<file path="src/include/core_consts.svh">
`ifndef CORE_CONSTS_SVH
`define CORE_CONSTS_SVH

// instruction queue
`define IQ_DEPTH 4

// 2RI14 opcodes, instr[31:24]
`define EXE_LL_W 8'h20
`define EXE_SC_W 8'h21

// 2RI12 opcodes, instr[31:22]
`define EXE_ADDI_W 10'h00A
`define EXE_LD_B   10'h0A0
`define EXE_LD_H   10'h0A1
`define EXE_LD_W   10'h0A2
`define EXE_ST_B   10'h0A4
`define EXE_ST_H   10'h0A5
`define EXE_ST_W   10'h0A6

// alu operations
`define EXE_NOP_OP   8'h00
`define EXE_ADD_OP   8'h01
`define EXE_LL_OP    8'h02
`define EXE_SC_OP    8'h03
`define EXE_LOAD_OP  8'h04
`define EXE_STORE_OP 8'h05

// alu result select
`define EXE_RES_NOP        3'b000
`define EXE_RES_ARITH      3'b001
`define EXE_RES_MOVE       3'b011
`define EXE_RES_LOAD_STORE 3'b111

`endif

</file>
<file path="src/verilog/core_types.sv">
`default_nettype none

package core_types;

    // one fetched instruction as it sits in the queue
    typedef struct packed {
        logic [31:0] pc;
        logic [31:0] instr;
    } instr_buffer_info_t;

endpackage

`default_nettype wire

</file>
<file path="src/verilog/decode_types.sv">
`default_nettype none

package decode_types;

    // general purpose register index
    typedef logic [4:0] gpr_addr_t;

    // memory access size, byte is the zero encoding
    typedef enum logic [1:0] {
        MEM_BYTE = 2'b00,
        MEM_HALF = 2'b01,
        MEM_WORD = 2'b10
    } mem_width_t;

endpackage

`default_nettype wire

</file>
<file path="src/verilog/instr_queue.sv">
`timescale 1ns/10ps
`default_nettype none

`include "core_consts.svh"

module instr_queue
    import core_types::*;
#(
    parameter int DEPTH = `IQ_DEPTH
) (
    input  wire logic               clk,
    input  wire logic               rst_i,
    input  wire logic               push_i,
    input  wire logic [31:0]        pc_i,
    input  wire logic [31:0]        instr_i,
    input  wire logic               pop_i,
    output instr_buffer_info_t      entry_o,
    output logic                    not_empty_o,
    output logic                    full_o
);

    localparam int PTR_W = (DEPTH > 1) ? $clog2(DEPTH) : 1;
    localparam int CNT_W = $clog2(DEPTH + 1);
    localparam logic [PTR_W-1:0] LAST = PTR_W'(DEPTH - 1);

    instr_buffer_info_t mem [DEPTH];

    logic [PTR_W-1:0] rd_ptr;
    logic [PTR_W-1:0] wr_ptr;
    logic [CNT_W-1:0] count;
    logic             do_push;
    logic             do_pop;

    assign full_o      = (count == CNT_W'(DEPTH));
    assign not_empty_o = (count != '0);

    // a push into a full queue is dropped, even alongside a pop
    assign do_push = push_i && !full_o;
    assign do_pop  = pop_i && not_empty_o;

    // head shown without a register so the stage can take it this cycle
    assign entry_o = mem[rd_ptr];

    always_ff @(posedge clk) begin
        if (do_push) begin
            mem[wr_ptr] <= '{pc: pc_i, instr: instr_i};
        end
    end

    always_ff @(posedge clk) begin
        if (rst_i) begin
            rd_ptr <= '0;
            wr_ptr <= '0;
            count  <= '0;
        end else begin
            if (do_push) begin
                wr_ptr <= (wr_ptr == LAST) ? '0 : wr_ptr + 1'b1;
            end
            if (do_pop) begin
                rd_ptr <= (rd_ptr == LAST) ? '0 : rd_ptr + 1'b1;
            end
            case ({do_push, do_pop})
                2'b10:   count <= count + 1'b1;
                2'b01:   count <= count - 1'b1;
                default: count <= count;
            endcase
        end
    end

endmodule

`default_nettype wire

</file>
<file path="src/verilog/decoder_2RI14.sv">
`timescale 1ns/10ps
`default_nettype none

`include "core_consts.svh"

// 2RI14 layout {opcode[8], imm[14], rj[5], rd[5]}
module decoder_2RI14
    import core_types::*;
    import decode_types::*;
(
    input  wire instr_buffer_info_t instr_info_i,

    // high when the opcode belongs to this format
    output logic                    match_o,

    // read ports, valid bits {rk slot, rj slot}, addresses {second, first}
    output logic [1:0]              reg_read_valid_o,
    output logic [9:0]              reg_read_addr_o,

    output logic                    use_imm_o,
    output logic [31:0]             imm_o,

    output logic                    reg_write_valid_o,
    output gpr_addr_t               reg_write_addr_o,

    output logic [7:0]              aluop_o,
    output logic [2:0]              alusel_o,

    output logic                    mem_load_o,
    output logic                    mem_store_o
);

    logic [31:0] instr;
    gpr_addr_t   rd;
    gpr_addr_t   rj;
    logic [13:0] imm_14;
    logic [31:0] imm_word;

    assign instr  = instr_info_i.instr;
    assign rd     = instr[4:0];
    assign rj     = instr[9:5];
    assign imm_14 = instr[23:10];

    // sign extended, then scaled to a word offset
    assign imm_word = {{18{imm_14[13]}}, imm_14} << 2;

    always_comb begin
        match_o           = 1'b0;
        reg_read_valid_o  = 2'b00;
        reg_read_addr_o   = '0;
        use_imm_o         = 1'b0;
        imm_o             = '0;
        reg_write_valid_o = 1'b0;
        reg_write_addr_o  = '0;
        aluop_o           = `EXE_NOP_OP;
        alusel_o          = `EXE_RES_NOP;
        mem_load_o        = 1'b0;
        mem_store_o       = 1'b0;
        case (instr[31:24])
            `EXE_LL_W: begin
                match_o           = 1'b1;
                aluop_o           = `EXE_LL_OP;
                alusel_o          = `EXE_RES_MOVE;
                reg_write_valid_o = 1'b1;
                reg_write_addr_o  = rd;
                reg_read_valid_o  = 2'b01;
                reg_read_addr_o   = {5'b0, rj};
                imm_o             = imm_word;
                mem_load_o        = 1'b1;
            end
            `EXE_SC_W: begin
                match_o           = 1'b1;
                aluop_o           = `EXE_SC_OP;
                alusel_o          = `EXE_RES_MOVE;
                // rd is both the store data and the success flag
                reg_write_valid_o = 1'b1;
                reg_write_addr_o  = rd;
                reg_read_valid_o  = 2'b11;
                reg_read_addr_o   = {rd, rj};
                imm_o             = imm_word;
                mem_store_o       = 1'b1;
            end
            default: begin
                match_o = 1'b0;
            end
        endcase
    end

endmodule

`default_nettype wire

</file>
<file path="src/verilog/decoder_2RI12.sv">
`timescale 1ns/10ps
`default_nettype none

`include "core_consts.svh"

// 2RI12 layout {opcode[10], imm[12], rj[5], rd[5]}
module decoder_2RI12
    import core_types::*;
    import decode_types::*;
(
    input  wire instr_buffer_info_t instr_info_i,

    // high when the opcode belongs to this format
    output logic                    match_o,

    // read ports, valid bits {rk slot, rj slot}, addresses {second, first}
    output logic [1:0]              reg_read_valid_o,
    output logic [9:0]              reg_read_addr_o,

    output logic                    use_imm_o,
    output logic [31:0]             imm_o,

    output logic                    reg_write_valid_o,
    output gpr_addr_t               reg_write_addr_o,

    output logic [7:0]              aluop_o,
    output logic [2:0]              alusel_o,

    output logic                    mem_load_o,
    output logic                    mem_store_o,
    output mem_width_t              mem_width_o
);

    logic [31:0] instr;
    logic [9:0]  opcode;
    gpr_addr_t   rd;
    gpr_addr_t   rj;
    logic [31:0] imm_sext;

    assign instr    = instr_info_i.instr;
    assign opcode   = instr[31:22];
    assign rd       = instr[4:0];
    assign rj       = instr[9:5];
    assign imm_sext = {{20{instr[21]}}, instr[21:10]};

    always_comb begin
        match_o           = 1'b0;
        reg_read_valid_o  = 2'b00;
        reg_read_addr_o   = '0;
        use_imm_o         = 1'b0;
        imm_o             = '0;
        reg_write_valid_o = 1'b0;
        reg_write_addr_o  = '0;
        aluop_o           = `EXE_NOP_OP;
        alusel_o          = `EXE_RES_NOP;
        mem_load_o        = 1'b0;
        mem_store_o       = 1'b0;
        mem_width_o       = MEM_BYTE;
        case (opcode)
            `EXE_ADDI_W: begin
                match_o           = 1'b1;
                aluop_o           = `EXE_ADD_OP;
                alusel_o          = `EXE_RES_ARITH;
                reg_write_valid_o = 1'b1;
                reg_write_addr_o  = rd;
                reg_read_valid_o  = 2'b01;
                reg_read_addr_o   = {5'b0, rj};
                use_imm_o         = 1'b1;
                imm_o             = imm_sext;
            end
            `EXE_LD_B, `EXE_LD_H, `EXE_LD_W: begin
                match_o           = 1'b1;
                aluop_o           = `EXE_LOAD_OP;
                alusel_o          = `EXE_RES_LOAD_STORE;
                reg_write_valid_o = 1'b1;
                reg_write_addr_o  = rd;
                reg_read_valid_o  = 2'b01;
                reg_read_addr_o   = {5'b0, rj};
                imm_o             = imm_sext;
                mem_load_o        = 1'b1;
                // low opcode bits give the access size
                mem_width_o       = mem_width_t'(opcode[1:0]);
            end
            `EXE_ST_B, `EXE_ST_H, `EXE_ST_W: begin
                match_o           = 1'b1;
                aluop_o           = `EXE_STORE_OP;
                alusel_o          = `EXE_RES_LOAD_STORE;
                // rd carries the store data
                reg_read_valid_o  = 2'b11;
                reg_read_addr_o   = {rd, rj};
                imm_o             = imm_sext;
                mem_store_o       = 1'b1;
                mem_width_o       = mem_width_t'(opcode[1:0]);
            end
            default: begin
                match_o = 1'b0;
            end
        endcase
    end

endmodule

`default_nettype wire

</file>
<file path="src/verilog/decode_stage.sv">
`timescale 1ns/10ps
`default_nettype none

`include "core_consts.svh"

module decode_stage
    import core_types::*;
    import decode_types::*;
(
    input  wire logic               clk,
    input  wire logic               rst_i,
    input  wire instr_buffer_info_t entry_i,
    input  wire logic               not_empty_i,
    input  wire logic               stall_i,
    output logic                    pop_o,

    output logic                    dec_valid_o,
    output logic [31:0]             dec_pc_o,
    output logic                    illegal_o,
    output logic [7:0]              aluop_o,
    output logic [2:0]              alusel_o,
    output logic [1:0]              reg_read_valid_o,
    output logic [9:0]              reg_read_addr_o,
    output logic                    reg_write_valid_o,
    output gpr_addr_t               reg_write_addr_o,
    output logic                    use_imm_o,
    output logic [31:0]             imm_o,
    output logic                    mem_load_o,
    output logic                    mem_store_o,
    output mem_width_t              mem_width_o
);

    // per-format decoder results
    logic        m14;
    logic [1:0]  rv14;
    logic [9:0]  ra14;
    logic        ui14;
    logic [31:0] imm14;
    logic        wv14;
    gpr_addr_t   wa14;
    logic [7:0]  op14;
    logic [2:0]  sel14;
    logic        ld14;
    logic        st14;

    logic        m12;
    logic [1:0]  rv12;
    logic [9:0]  ra12;
    logic        ui12;
    logic [31:0] imm12;
    logic        wv12;
    gpr_addr_t   wa12;
    logic [7:0]  op12;
    logic [2:0]  sel12;
    logic        ld12;
    logic        st12;
    mem_width_t  wd12;

    decoder_2RI14 u_dec_2ri14 (
        .instr_info_i      (entry_i),
        .match_o           (m14),
        .reg_read_valid_o  (rv14),
        .reg_read_addr_o   (ra14),
        .use_imm_o         (ui14),
        .imm_o             (imm14),
        .reg_write_valid_o (wv14),
        .reg_write_addr_o  (wa14),
        .aluop_o           (op14),
        .alusel_o          (sel14),
        .mem_load_o        (ld14),
        .mem_store_o       (st14)
    );

    decoder_2RI12 u_dec_2ri12 (
        .instr_info_i      (entry_i),
        .match_o           (m12),
        .reg_read_valid_o  (rv12),
        .reg_read_addr_o   (ra12),
        .use_imm_o         (ui12),
        .imm_o             (imm12),
        .reg_write_valid_o (wv12),
        .reg_write_addr_o  (wa12),
        .aluop_o           (op12),
        .alusel_o          (sel12),
        .mem_load_o        (ld12),
        .mem_store_o       (st12),
        .mem_width_o       (wd12)
    );

    assign pop_o = not_empty_i && !stall_i;

    always_ff @(posedge clk) begin
        if (rst_i) begin
            dec_valid_o       <= 1'b0;
            illegal_o         <= 1'b0;
            aluop_o           <= `EXE_NOP_OP;
            alusel_o          <= `EXE_RES_NOP;
            reg_read_valid_o  <= 2'b00;
            reg_write_valid_o <= 1'b0;
            use_imm_o         <= 1'b0;
            mem_load_o        <= 1'b0;
            mem_store_o       <= 1'b0;
        end else begin
            // valid is a single cycle pulse per pop
            dec_valid_o <= pop_o;
            if (pop_o) begin
                illegal_o         <= !m14 && !m12;
                aluop_o           <= m14 ? op14 : (m12 ? op12 : `EXE_NOP_OP);
                alusel_o          <= m14 ? sel14 : (m12 ? sel12 : `EXE_RES_NOP);
                reg_read_valid_o  <= m14 ? rv14 : (m12 ? rv12 : 2'b00);
                reg_write_valid_o <= m14 ? wv14 : (m12 && wv12);
                use_imm_o         <= m14 ? ui14 : (m12 && ui12);
                mem_load_o        <= m14 ? ld14 : (m12 && ld12);
                mem_store_o       <= m14 ? st14 : (m12 && st12);
            end
        end
    end

    // payload fields, only meaningful next to a valid pulse
    always_ff @(posedge clk) begin
        if (pop_o) begin
            dec_pc_o         <= entry_i.pc;
            reg_read_addr_o  <= m14 ? ra14 : (m12 ? ra12 : '0);
            reg_write_addr_o <= m14 ? wa14 : (m12 ? wa12 : '0);
            imm_o            <= m14 ? imm14 : (m12 ? imm12 : '0);
            // ll/sc are always word accesses
            mem_width_o      <= m14 ? MEM_WORD : (m12 ? wd12 : MEM_BYTE);
        end
    end

endmodule

`default_nettype wire

</file>
<file path="src/verilog/decode_top.sv">
`timescale 1ns/10ps
`default_nettype none

module decode_top
    import core_types::*;
    import decode_types::*;
(
    input  wire logic        clk,
    input  wire logic        rst_i,

    // fetch side
    input  wire logic        push_i,
    input  wire logic [31:0] pc_i,
    input  wire logic [31:0] instr_i,
    output logic             full_o,

    // downstream back-pressure
    input  wire logic        stall_i,

    output logic             dec_valid_o,
    output logic [31:0]      dec_pc_o,
    output logic             illegal_o,
    output logic [7:0]       aluop_o,
    output logic [2:0]       alusel_o,
    output logic [1:0]       reg_read_valid_o,
    output logic [9:0]       reg_read_addr_o,
    output logic             reg_write_valid_o,
    output gpr_addr_t        reg_write_addr_o,
    output logic             use_imm_o,
    output logic [31:0]      imm_o,
    output logic             mem_load_o,
    output logic             mem_store_o,
    output mem_width_t       mem_width_o
);

    instr_buffer_info_t head;
    logic               not_empty;
    logic               pop;

    instr_queue u_instr_queue (
        .clk         (clk),
        .rst_i       (rst_i),
        .push_i      (push_i),
        .pc_i        (pc_i),
        .instr_i     (instr_i),
        .pop_i       (pop),
        .entry_o     (head),
        .not_empty_o (not_empty),
        .full_o      (full_o)
    );

    decode_stage u_decode_stage (
        .clk               (clk),
        .rst_i             (rst_i),
        .entry_i           (head),
        .not_empty_i       (not_empty),
        .stall_i           (stall_i),
        .pop_o             (pop),
        .dec_valid_o       (dec_valid_o),
        .dec_pc_o          (dec_pc_o),
        .illegal_o         (illegal_o),
        .aluop_o           (aluop_o),
        .alusel_o          (alusel_o),
        .reg_read_valid_o  (reg_read_valid_o),
        .reg_read_addr_o   (reg_read_addr_o),
        .reg_write_valid_o (reg_write_valid_o),
        .reg_write_addr_o  (reg_write_addr_o),
        .use_imm_o         (use_imm_o),
        .imm_o             (imm_o),
        .mem_load_o        (mem_load_o),
        .mem_store_o       (mem_store_o),
        .mem_width_o       (mem_width_o)
    );

endmodule

`default_nettype wire

</file>
<file path="config.mk">
export PLATFORM = sky130hd
export DESIGN_NAME = decode_top
export DESIGN_NICKNAME = d
export VERILOG_FILES = /design/src/verilog/core_types.sv /design/src/verilog/decode_types.sv /design/src/verilog/instr_queue.sv /design/src/verilog/decoder_2RI14.sv /design/src/verilog/decoder_2RI12.sv /design/src/verilog/decode_stage.sv /design/src/verilog/decode_top.sv
export VERILOG_INCLUDE_DIRS = /design/src /design/src/include
export SDC_FILE = /design/constraint.sdc
export NUM_CORES = 1
export LEC_CHECK = 0
export BUFFER_PORTS_ARGS = -buffer_cell sky130_fd_sc_hd__buf_2
export CORE_MARGIN = 2
export CORE_UTILIZATION = 40
export DETAILED_ROUTE_END_ITERATION = 12
export PLACE_DENSITY = 0.7
export SYNTH_ARGS = -nofsm -noshare
export SYNTH_HDL_FRONTEND = slang
export SYNTH_SLANG_ARGS = --single-unit
</file>
<file path="constraint.sdc">
create_clock -name clk -period 6.1 [get_ports clk]
set_input_delay 0.915 -clock clk [delete_from_list [all_inputs] [get_ports clk]]
set_output_delay 0.915 -clock clk [all_outputs]
set_load 0.05 [all_outputs]
</file>
==> reports/results.ini, run 1 <==
[timing]
slew_viol_final = 0
finalSetupViolations = 0
slew_headroom = 0.284
final.setup.tns_ns = 0
post-route-period-util = 0.535
fin_skew_ns = 0.0201
hold_viol_final = 0
tightest_slew_ns = 1.07
finalCriticalPeriod_ns = 3.26
fin_ws_ns = 2.84
fmax_ghz = 0.307
rsz0062_at_grt = no

[run_status]
status = complete, no violations

[clock_network]
clock-sinks = 343
cts_root_buf = clkbuf_16
clk_latency_ns = 0.50
cts_max_path_buffers = 3
htreeDepth = 2
ctsResizeCount = 0
cts.clk_slew.worst_paths_ns = 0.06
hold_buffers = 0
cts_inserted_buffers = 35
cts_setup_buffers = 0
cts_tree = built

[final_layout]
finalInstanceArea_mm2 = 0.0148
area_delta_synth_final_pct = 17.3
postLayoutCoreUtil = 0.479
nNetsFinal = 826
layout_commonest_cell = edfxtp_1
fillers = 2516
final_cell_mix = edfxtp_1 (321), buf_2 (163), mux4_2 (62)
regArea_mm2 = 0.0101
drive_gt1_frac = 0.376
multiInputGateArea_mm2 = 0.00225

[detailed_routing]
drtAntennaViolNets = 0
wl_per_cell_um = 20.0
first_pass_iters = 6
drc = 0
first_iter_violations = 451
viasPerCell = 5.08
vias = 5955
drt_wl_total_um = 23400

[grt]
grt_overflow_total = 0
use_met3 = 0.0527
use_met2 = 0.227
gr-usage-all-layers = 0.143
grt_pass1_wl_um = 35600
grt_pass1_vias = 6013
busiest_layer = met2
globalRouteMet1Util = 0.187
grt_max_degree = 76
antenna_found_initial = 7

[critical_path]
cp_cell_sequence = mux4_2, nor4_2, nor2_1, nor2b_1
worst_path_largest_cell_delay_ns = 0.97
cp.arrival_ns = 3.61
cp.required_ns = 6.45
worstPathMaxFanout = 62
cp-end-kind = register
crit_path_start_kind = register
critical_path.slowest_cell = dfxtp_4
reg2reg_setup_slack_ns = 2.84
criticalPathCategory = register to register

[pwr]
power.leakage_uw = 0.00506
p_clk_frac = 0.299
powerDensity_mw_per_mm2 = 452
max-vdd-ir-drop_mv = 0.254
power_frac_comb = 0.231
power_frac_seq = 0.471
swShare = 0.311
p_sw_uw = 2070
power.internal_uw = 4600

[floorplan]
die_w_um = 181
core_area_mm2 = 0.0308
dieArea_mm2 = 0.0329
pin_count = 169
num_rows = 64
start_util = 0.408
die_h_um = 181

[hold_path]
hold_class = register to register

[placed_design]
place_hpwl_um = 13800
place_congestion = 0.703
io_buffers = 163
post_dp_cell_area_mm2 = 0.0137
pre_cts_ws_ns = 2.82

[run]
maxCapViolCount = 0

[synth]
synth_edf_count = 321
syn-cell-area_mm2 = 0.0126
synth_ff_type = edfxtp_1
synthArstFlopShare = 0
yosysSeqAreaShare = 0.801
ys_types = 40
syn_inst = 587
yosysWarnings = 0
ys_ff_latch = 343
syn_area_per_cell_um2 = 21.4

## synth_stat cells, types with 2 or more instances
master    instances  area (um2)
a21oi_1          12        60.1
a22o_1            9        78.8
and2_1           12        75.1
and3_1            7        43.8
buf_1             3        11.3
buf_2             5        25.0
buf_4            23         173
clkbuf_1         12        45.0
dfxtp_1          22         440
edfxtp_1        321        9640
ha_1              6        75.1
inv_1             7        26.3
mux4_2           62        1400
nand2_1          23        86.3
nand2b_1          3        18.8
nor2_1           13        48.8
nor2b_1           7        43.8
nor3_1            5        25.0
nor4_1            3        18.8
o21ai_0           2        10.0
or2_1             3        18.8
or2_2             7        43.8
or3_1             2        12.5
xor2_1            2        17.5
## critical path: cells and delay by family (launching register included)
family	cells	cell delay [ns]
flops	1	0.97
simple gates	3	1.42
mux	1	0.70
## power by group through the flow
stage	Combinational [uW]	Sequential, uW	Clock [uW]
after floorplan	797	3600	0
after global placement	1540	3190	0
after detailed placement	1560	3200	0
after CTS	1560	3160	2040
after global routing	1630	3190	2140
final	1540	3140	1990
## logic make-up after synthesis
| logic type | count (synthesis) | share of synthesized area |
|---|---|---|
| AO/OA/AOI/OAI | 31 | 0.0168 |
| flip-flops | 343 | 0.801 |
| adder cells (fa/ha/maj) | 7 | 0.00755 |
| XOR/XNOR | 2 | 0.00139 |
| other | 1 | 0.000298 |
| multiplexers | 62 | 0.111 |
| buffers and inverters | 51 | 0.0232 |
| AND/OR/NAND/NOR | 90 | 0.0394 |
## final timing paths
check,from,end,cells past startpoint
max,register,u_decode_stage.reg_read_addr_o[3]$_DFFE_PP_,4
min,u_decode_stage.aluop_o[2]$_SDFFE_PP0P_,u_decode_stage.aluop_o[2]$_SDFFE_PP0P_,2
max reg2reg,register,u_decode_stage.reg_read_addr_o[3]$_DFFE_PP_,4
min reg2reg,u_decode_stage.aluop_o[2]$_SDFFE_PP0P_,u_decode_stage.aluop_o[2]$_SDFFE_PP0P_,2
## through the flow
| step | hold WS (ns) | std cells | power [uW] |
|---|---|---|---|
| finish | 0.452 | 1172 | 6680 |
| global route | 0.476 | 1170 | 6950 |
| floorplan | 0.454 | 591 | 4400 |
| CTS | 0.453 | 1170 | 6760 |
| global placement | 0.440 | 1110 | 4740 |
| detailed placement | 0.442 | 1110 | 4760 |
## per-layer routing
layer	vias to the layer above	share of wire	routed length, um
met1	3002	0.42	9820
li1	2659	-	-
met3	51	0.092	2160
met5	-	0.0024	57
met4	10	0.019	437
met2	233	0.47	11000
## final cells by class
cell class / count / share of cell area
repair buffers: 167 / 0.0573
clock buffers: 44 / 0.0616
flip-flops and latches: 343 / 0.683
well taps: 396 / 0.0335
inverters: 7 / 0.00186
multi-input cells: 197 / 0.152
clock inverters: 16 / 0.0101
diodes: 2 / 0.000339
## registers in the layout (all words and copies together), names as in the netlist, named ones only
signal and cells:
u_instr_queue.wr_ptr 2, u_instr_queue.rd_ptr 2, u_decode_stage.imm_o 16, u_decode_stage.mem_width_o 2, u_decode_stage.reg_write_addr_o 5, u_decode_stage.reg_read_addr_o 10, u_decode_stage.dec_valid_o 1, u_decode_stage.mem_store_o 1
u_decode_stage.aluop_o 3, u_instr_queue.count 3, u_decode_stage.dec_pc_o 32, u_decode_stage.mem_load_o 1, u_decode_stage.alusel_o 3, u_instr_queue.mem 256, u_decode_stage.reg_write_valid_o 1, u_decode_stage.reg_read_valid_o 1
u_decode_stage.illegal_o 1, u_decode_stage.use_imm_o 1
Power figures use the tool's default switching activity.
==> inputs of run 2 (changes only) <==
- clock period: 6.1 -> 3.1 ns (I/O delays scaled with it)
==> reports/results.ini, run 2 (synthesis gave the netlist of run 1 again) <==
[critical_path]
worstPathMaxFanout = 15  ; was 62
critical_path.slowest_cell = mux4_2  ; was dfxtp_4
cp_cell_sequence = buf_4, mux4_2, nand2b_1, nor4_1, buf_4, or2_1, a22o_1  ; was mux4_2, nor4_2, nor2_1, nor2b_1
crit_top_cell = buf_4
cp.required_ns = 3.47  ; was 6.45 ns
worst_path_largest_cell_delay_ns = 0.57  ; was 0.97 ns
cp-end-kind = register  ; unchanged
cp.arrival_ns = 3.15  ; was 3.61 ns
crit_path_start_kind = register  ; unchanged
criticalPathCategory = register to register  ; unchanged

[final_layout]
regArea_mm2 = 0.0101  ; unchanged
final_cell_mix = edfxtp_1 (321), buf_2 (163), mux4_2 (62)  ; unchanged
fillers = 2494  ; was 2516
largest_reg_flops = 256  ; unchanged
layout_commonest_cell = edfxtp_1  ; unchanged
drive_gt1_frac = 0.390  ; was 0.376
stdcell_count = 1187  ; was 1172
regMostFlops = u_instr_queue.mem  ; unchanged
largestRegisters = u_instr_queue.mem x256, u_decode_stage.dec_pc_o x32, u_decode_stage.imm_o x16  ; unchanged
area_delta_synth_final_pct = 18.7  ; was 17.3%
multiInputGateArea_mm2 = 0.00225  ; unchanged
nNetsFinal = 838  ; was 826

[grt]
gr-usage-all-layers = 0.144  ; was 0.143
grt_overflow_total = 0  ; unchanged
globalRouteMet1Util = 0.183  ; was 0.187
use_met3 = 0.0540  ; was 0.0527
antenna_found_initial = 7  ; unchanged
grt_max_degree = 76  ; unchanged
use_met2 = 0.235  ; was 0.227
grt_pass1_vias = 6060  ; was 6013
grt_pass1_wl_um = 36000  ; was 35600 um
busiest_layer = met2  ; unchanged

[floorplan]
start_util = 0.408  ; unchanged
die_w_um = 181  ; unchanged
die_h_um = 181  ; unchanged
num_rows = 64  ; unchanged
core_area_mm2 = 0.0308  ; unchanged
dieArea_mm2 = 0.0329  ; unchanged
pin_count = 169  ; unchanged

[clock_network]
ctsResizeCount = 0  ; unchanged
clock-sinks = 343  ; unchanged
htreeDepth = 2  ; unchanged
cts_inserted_buffers = 35  ; unchanged
cts_max_path_buffers = 3  ; unchanged
clk_latency_ns = 0.51  ; was 0.50 ns
cts.clk_slew.worst_paths_ns = 0.06  ; about the same
cts_tree = built  ; unchanged
cts_root_buf = clkbuf_16  ; unchanged
hold_buffers = 0  ; unchanged
cts_setup_buffers = 0  ; unchanged

[timing]
finalCriticalPeriod_ns = 2.78  ; was 3.26 ns
post-route-period-util = 0.896  ; was 0.535
slew_viol_final = 0  ; unchanged
fmax_ghz = 0.360  ; was 0.307 GHz
hold_slack_ns = 0.164  ; was 0.452 ns
finalSetupViolations = 0  ; unchanged
hold_viol_final = 0  ; unchanged
fin_skew_ns = 0.0270  ; was 0.0201 ns
final.setup.tns_ns = 0  ; unchanged
rsz0062_at_grt = no  ; unchanged
tightest_slew_ns = 1.03  ; was 1.07 ns
slew_headroom = 0.313  ; was 0.284

[pwr]
power.leakage_uw = 0.00515  ; was 0.00506 uW
powerDensity_mw_per_mm2 = 884  ; was 452 mW/mm2
max-vdd-ir-drop_mv = 0.722  ; was 0.254 mV

[placed_design]
io_buffers = 163  ; unchanged
dp_cells = 1122  ; was 1110
place_hpwl_um = 14500  ; was 13800 um
place_congestion = 0.706  ; was 0.703

[detailed_routing]
first_pass_iters = 4  ; was 6
first_iter_violations = 394  ; was 451
drtAntennaViolNets = 0  ; unchanged
viasPerCell = 4.95  ; was 5.08
drc = 0  ; unchanged
wl_per_cell_um = 19.5  ; was 20.0 um
drt_wl_total_um = 23100  ; was 23400 um
vias = 5878  ; was 5955

[run_status]
status = complete, no violations  ; unchanged

[run]
maxCapViolCount = 0  ; unchanged

[hold_path]
hold_class = input port to register  ; was register to register

-- run 2: cell types whose count changed in the layout (fill, tap and decap cells not counted), sizes merged --
cell / delta
buf: +12
bufinv: -1
clkbuf: -2
clkinv: +5
diode: +1
-- run 2: cell type report --
type | instances | area share
antenna | 3 | 0.000502
multi-input combinational | 197 | 0.151
clock inverter | 20 | 0.0105
timing repair buffer | 179 | 0.0660
tap | 396 | 0.0332
clock buffer | 42 | 0.0625
sequential | 343 | 0.675
inverter | 7 | 0.00184
-- run 2: worst paths after layout --
check                                              start                                     end  slack, ns  cells past startpoint
hold reg to reg   u_decode_stage.aluop_o[1]$_SDFFE_PP0P_  u_decode_stage.aluop_o[1]$_SDFFE_PP0P_       0.46                      2
setup / recovery                                register      u_decode_stage.imm_o[10]$_DFFE_PP_       0.32                      7
hold / removal                                  pc_i[20]      u_instr_queue.mem[0][52]$_DFFE_PP_       0.16                      1
setup reg to reg                                register      u_decode_stage.imm_o[10]$_DFFE_PP_       0.32                      7
-- run 2: stage by stage --
stage	worst slack [ns]	area, um2	power [uW]	util
after floorplan	0.0668	12600	8630	-
after global placement	0.335	13800	9360	0.449
after detailed placement	0.313	13800	9410	0.449
after CTS	0.300	14900	13400	0.484
after global routing	0.146	14900	13800	0.484
final	0.323	14900	13200	0.485
-- run 2: worst max-delay path: cells and delay by family (launching register included) --
kind            cells  cell delay, ns
simple gates        3            0.89
mux                 1            0.57
compound gates      1            0.22
buf+inv             2            0.54
flops               1            0.43
-- run 2: metal layers --
| metal | vias up | routed length (um) |
|---|---|---|
| met4 | 8 | 439 |
| met5 | - | 46 |
| met3 | 46 | 2100 |
| met1 | 2932 | 9410 |
| li1 | 2696 | - |
| met2 | 196 | 11100 |
-- run 2: report_power, final --
group          switching (uW)  total [uW]  internal, uW
Clock                    1640        3960          2320
Sequential                206        6040          5830
Combinational            2280        3210           935
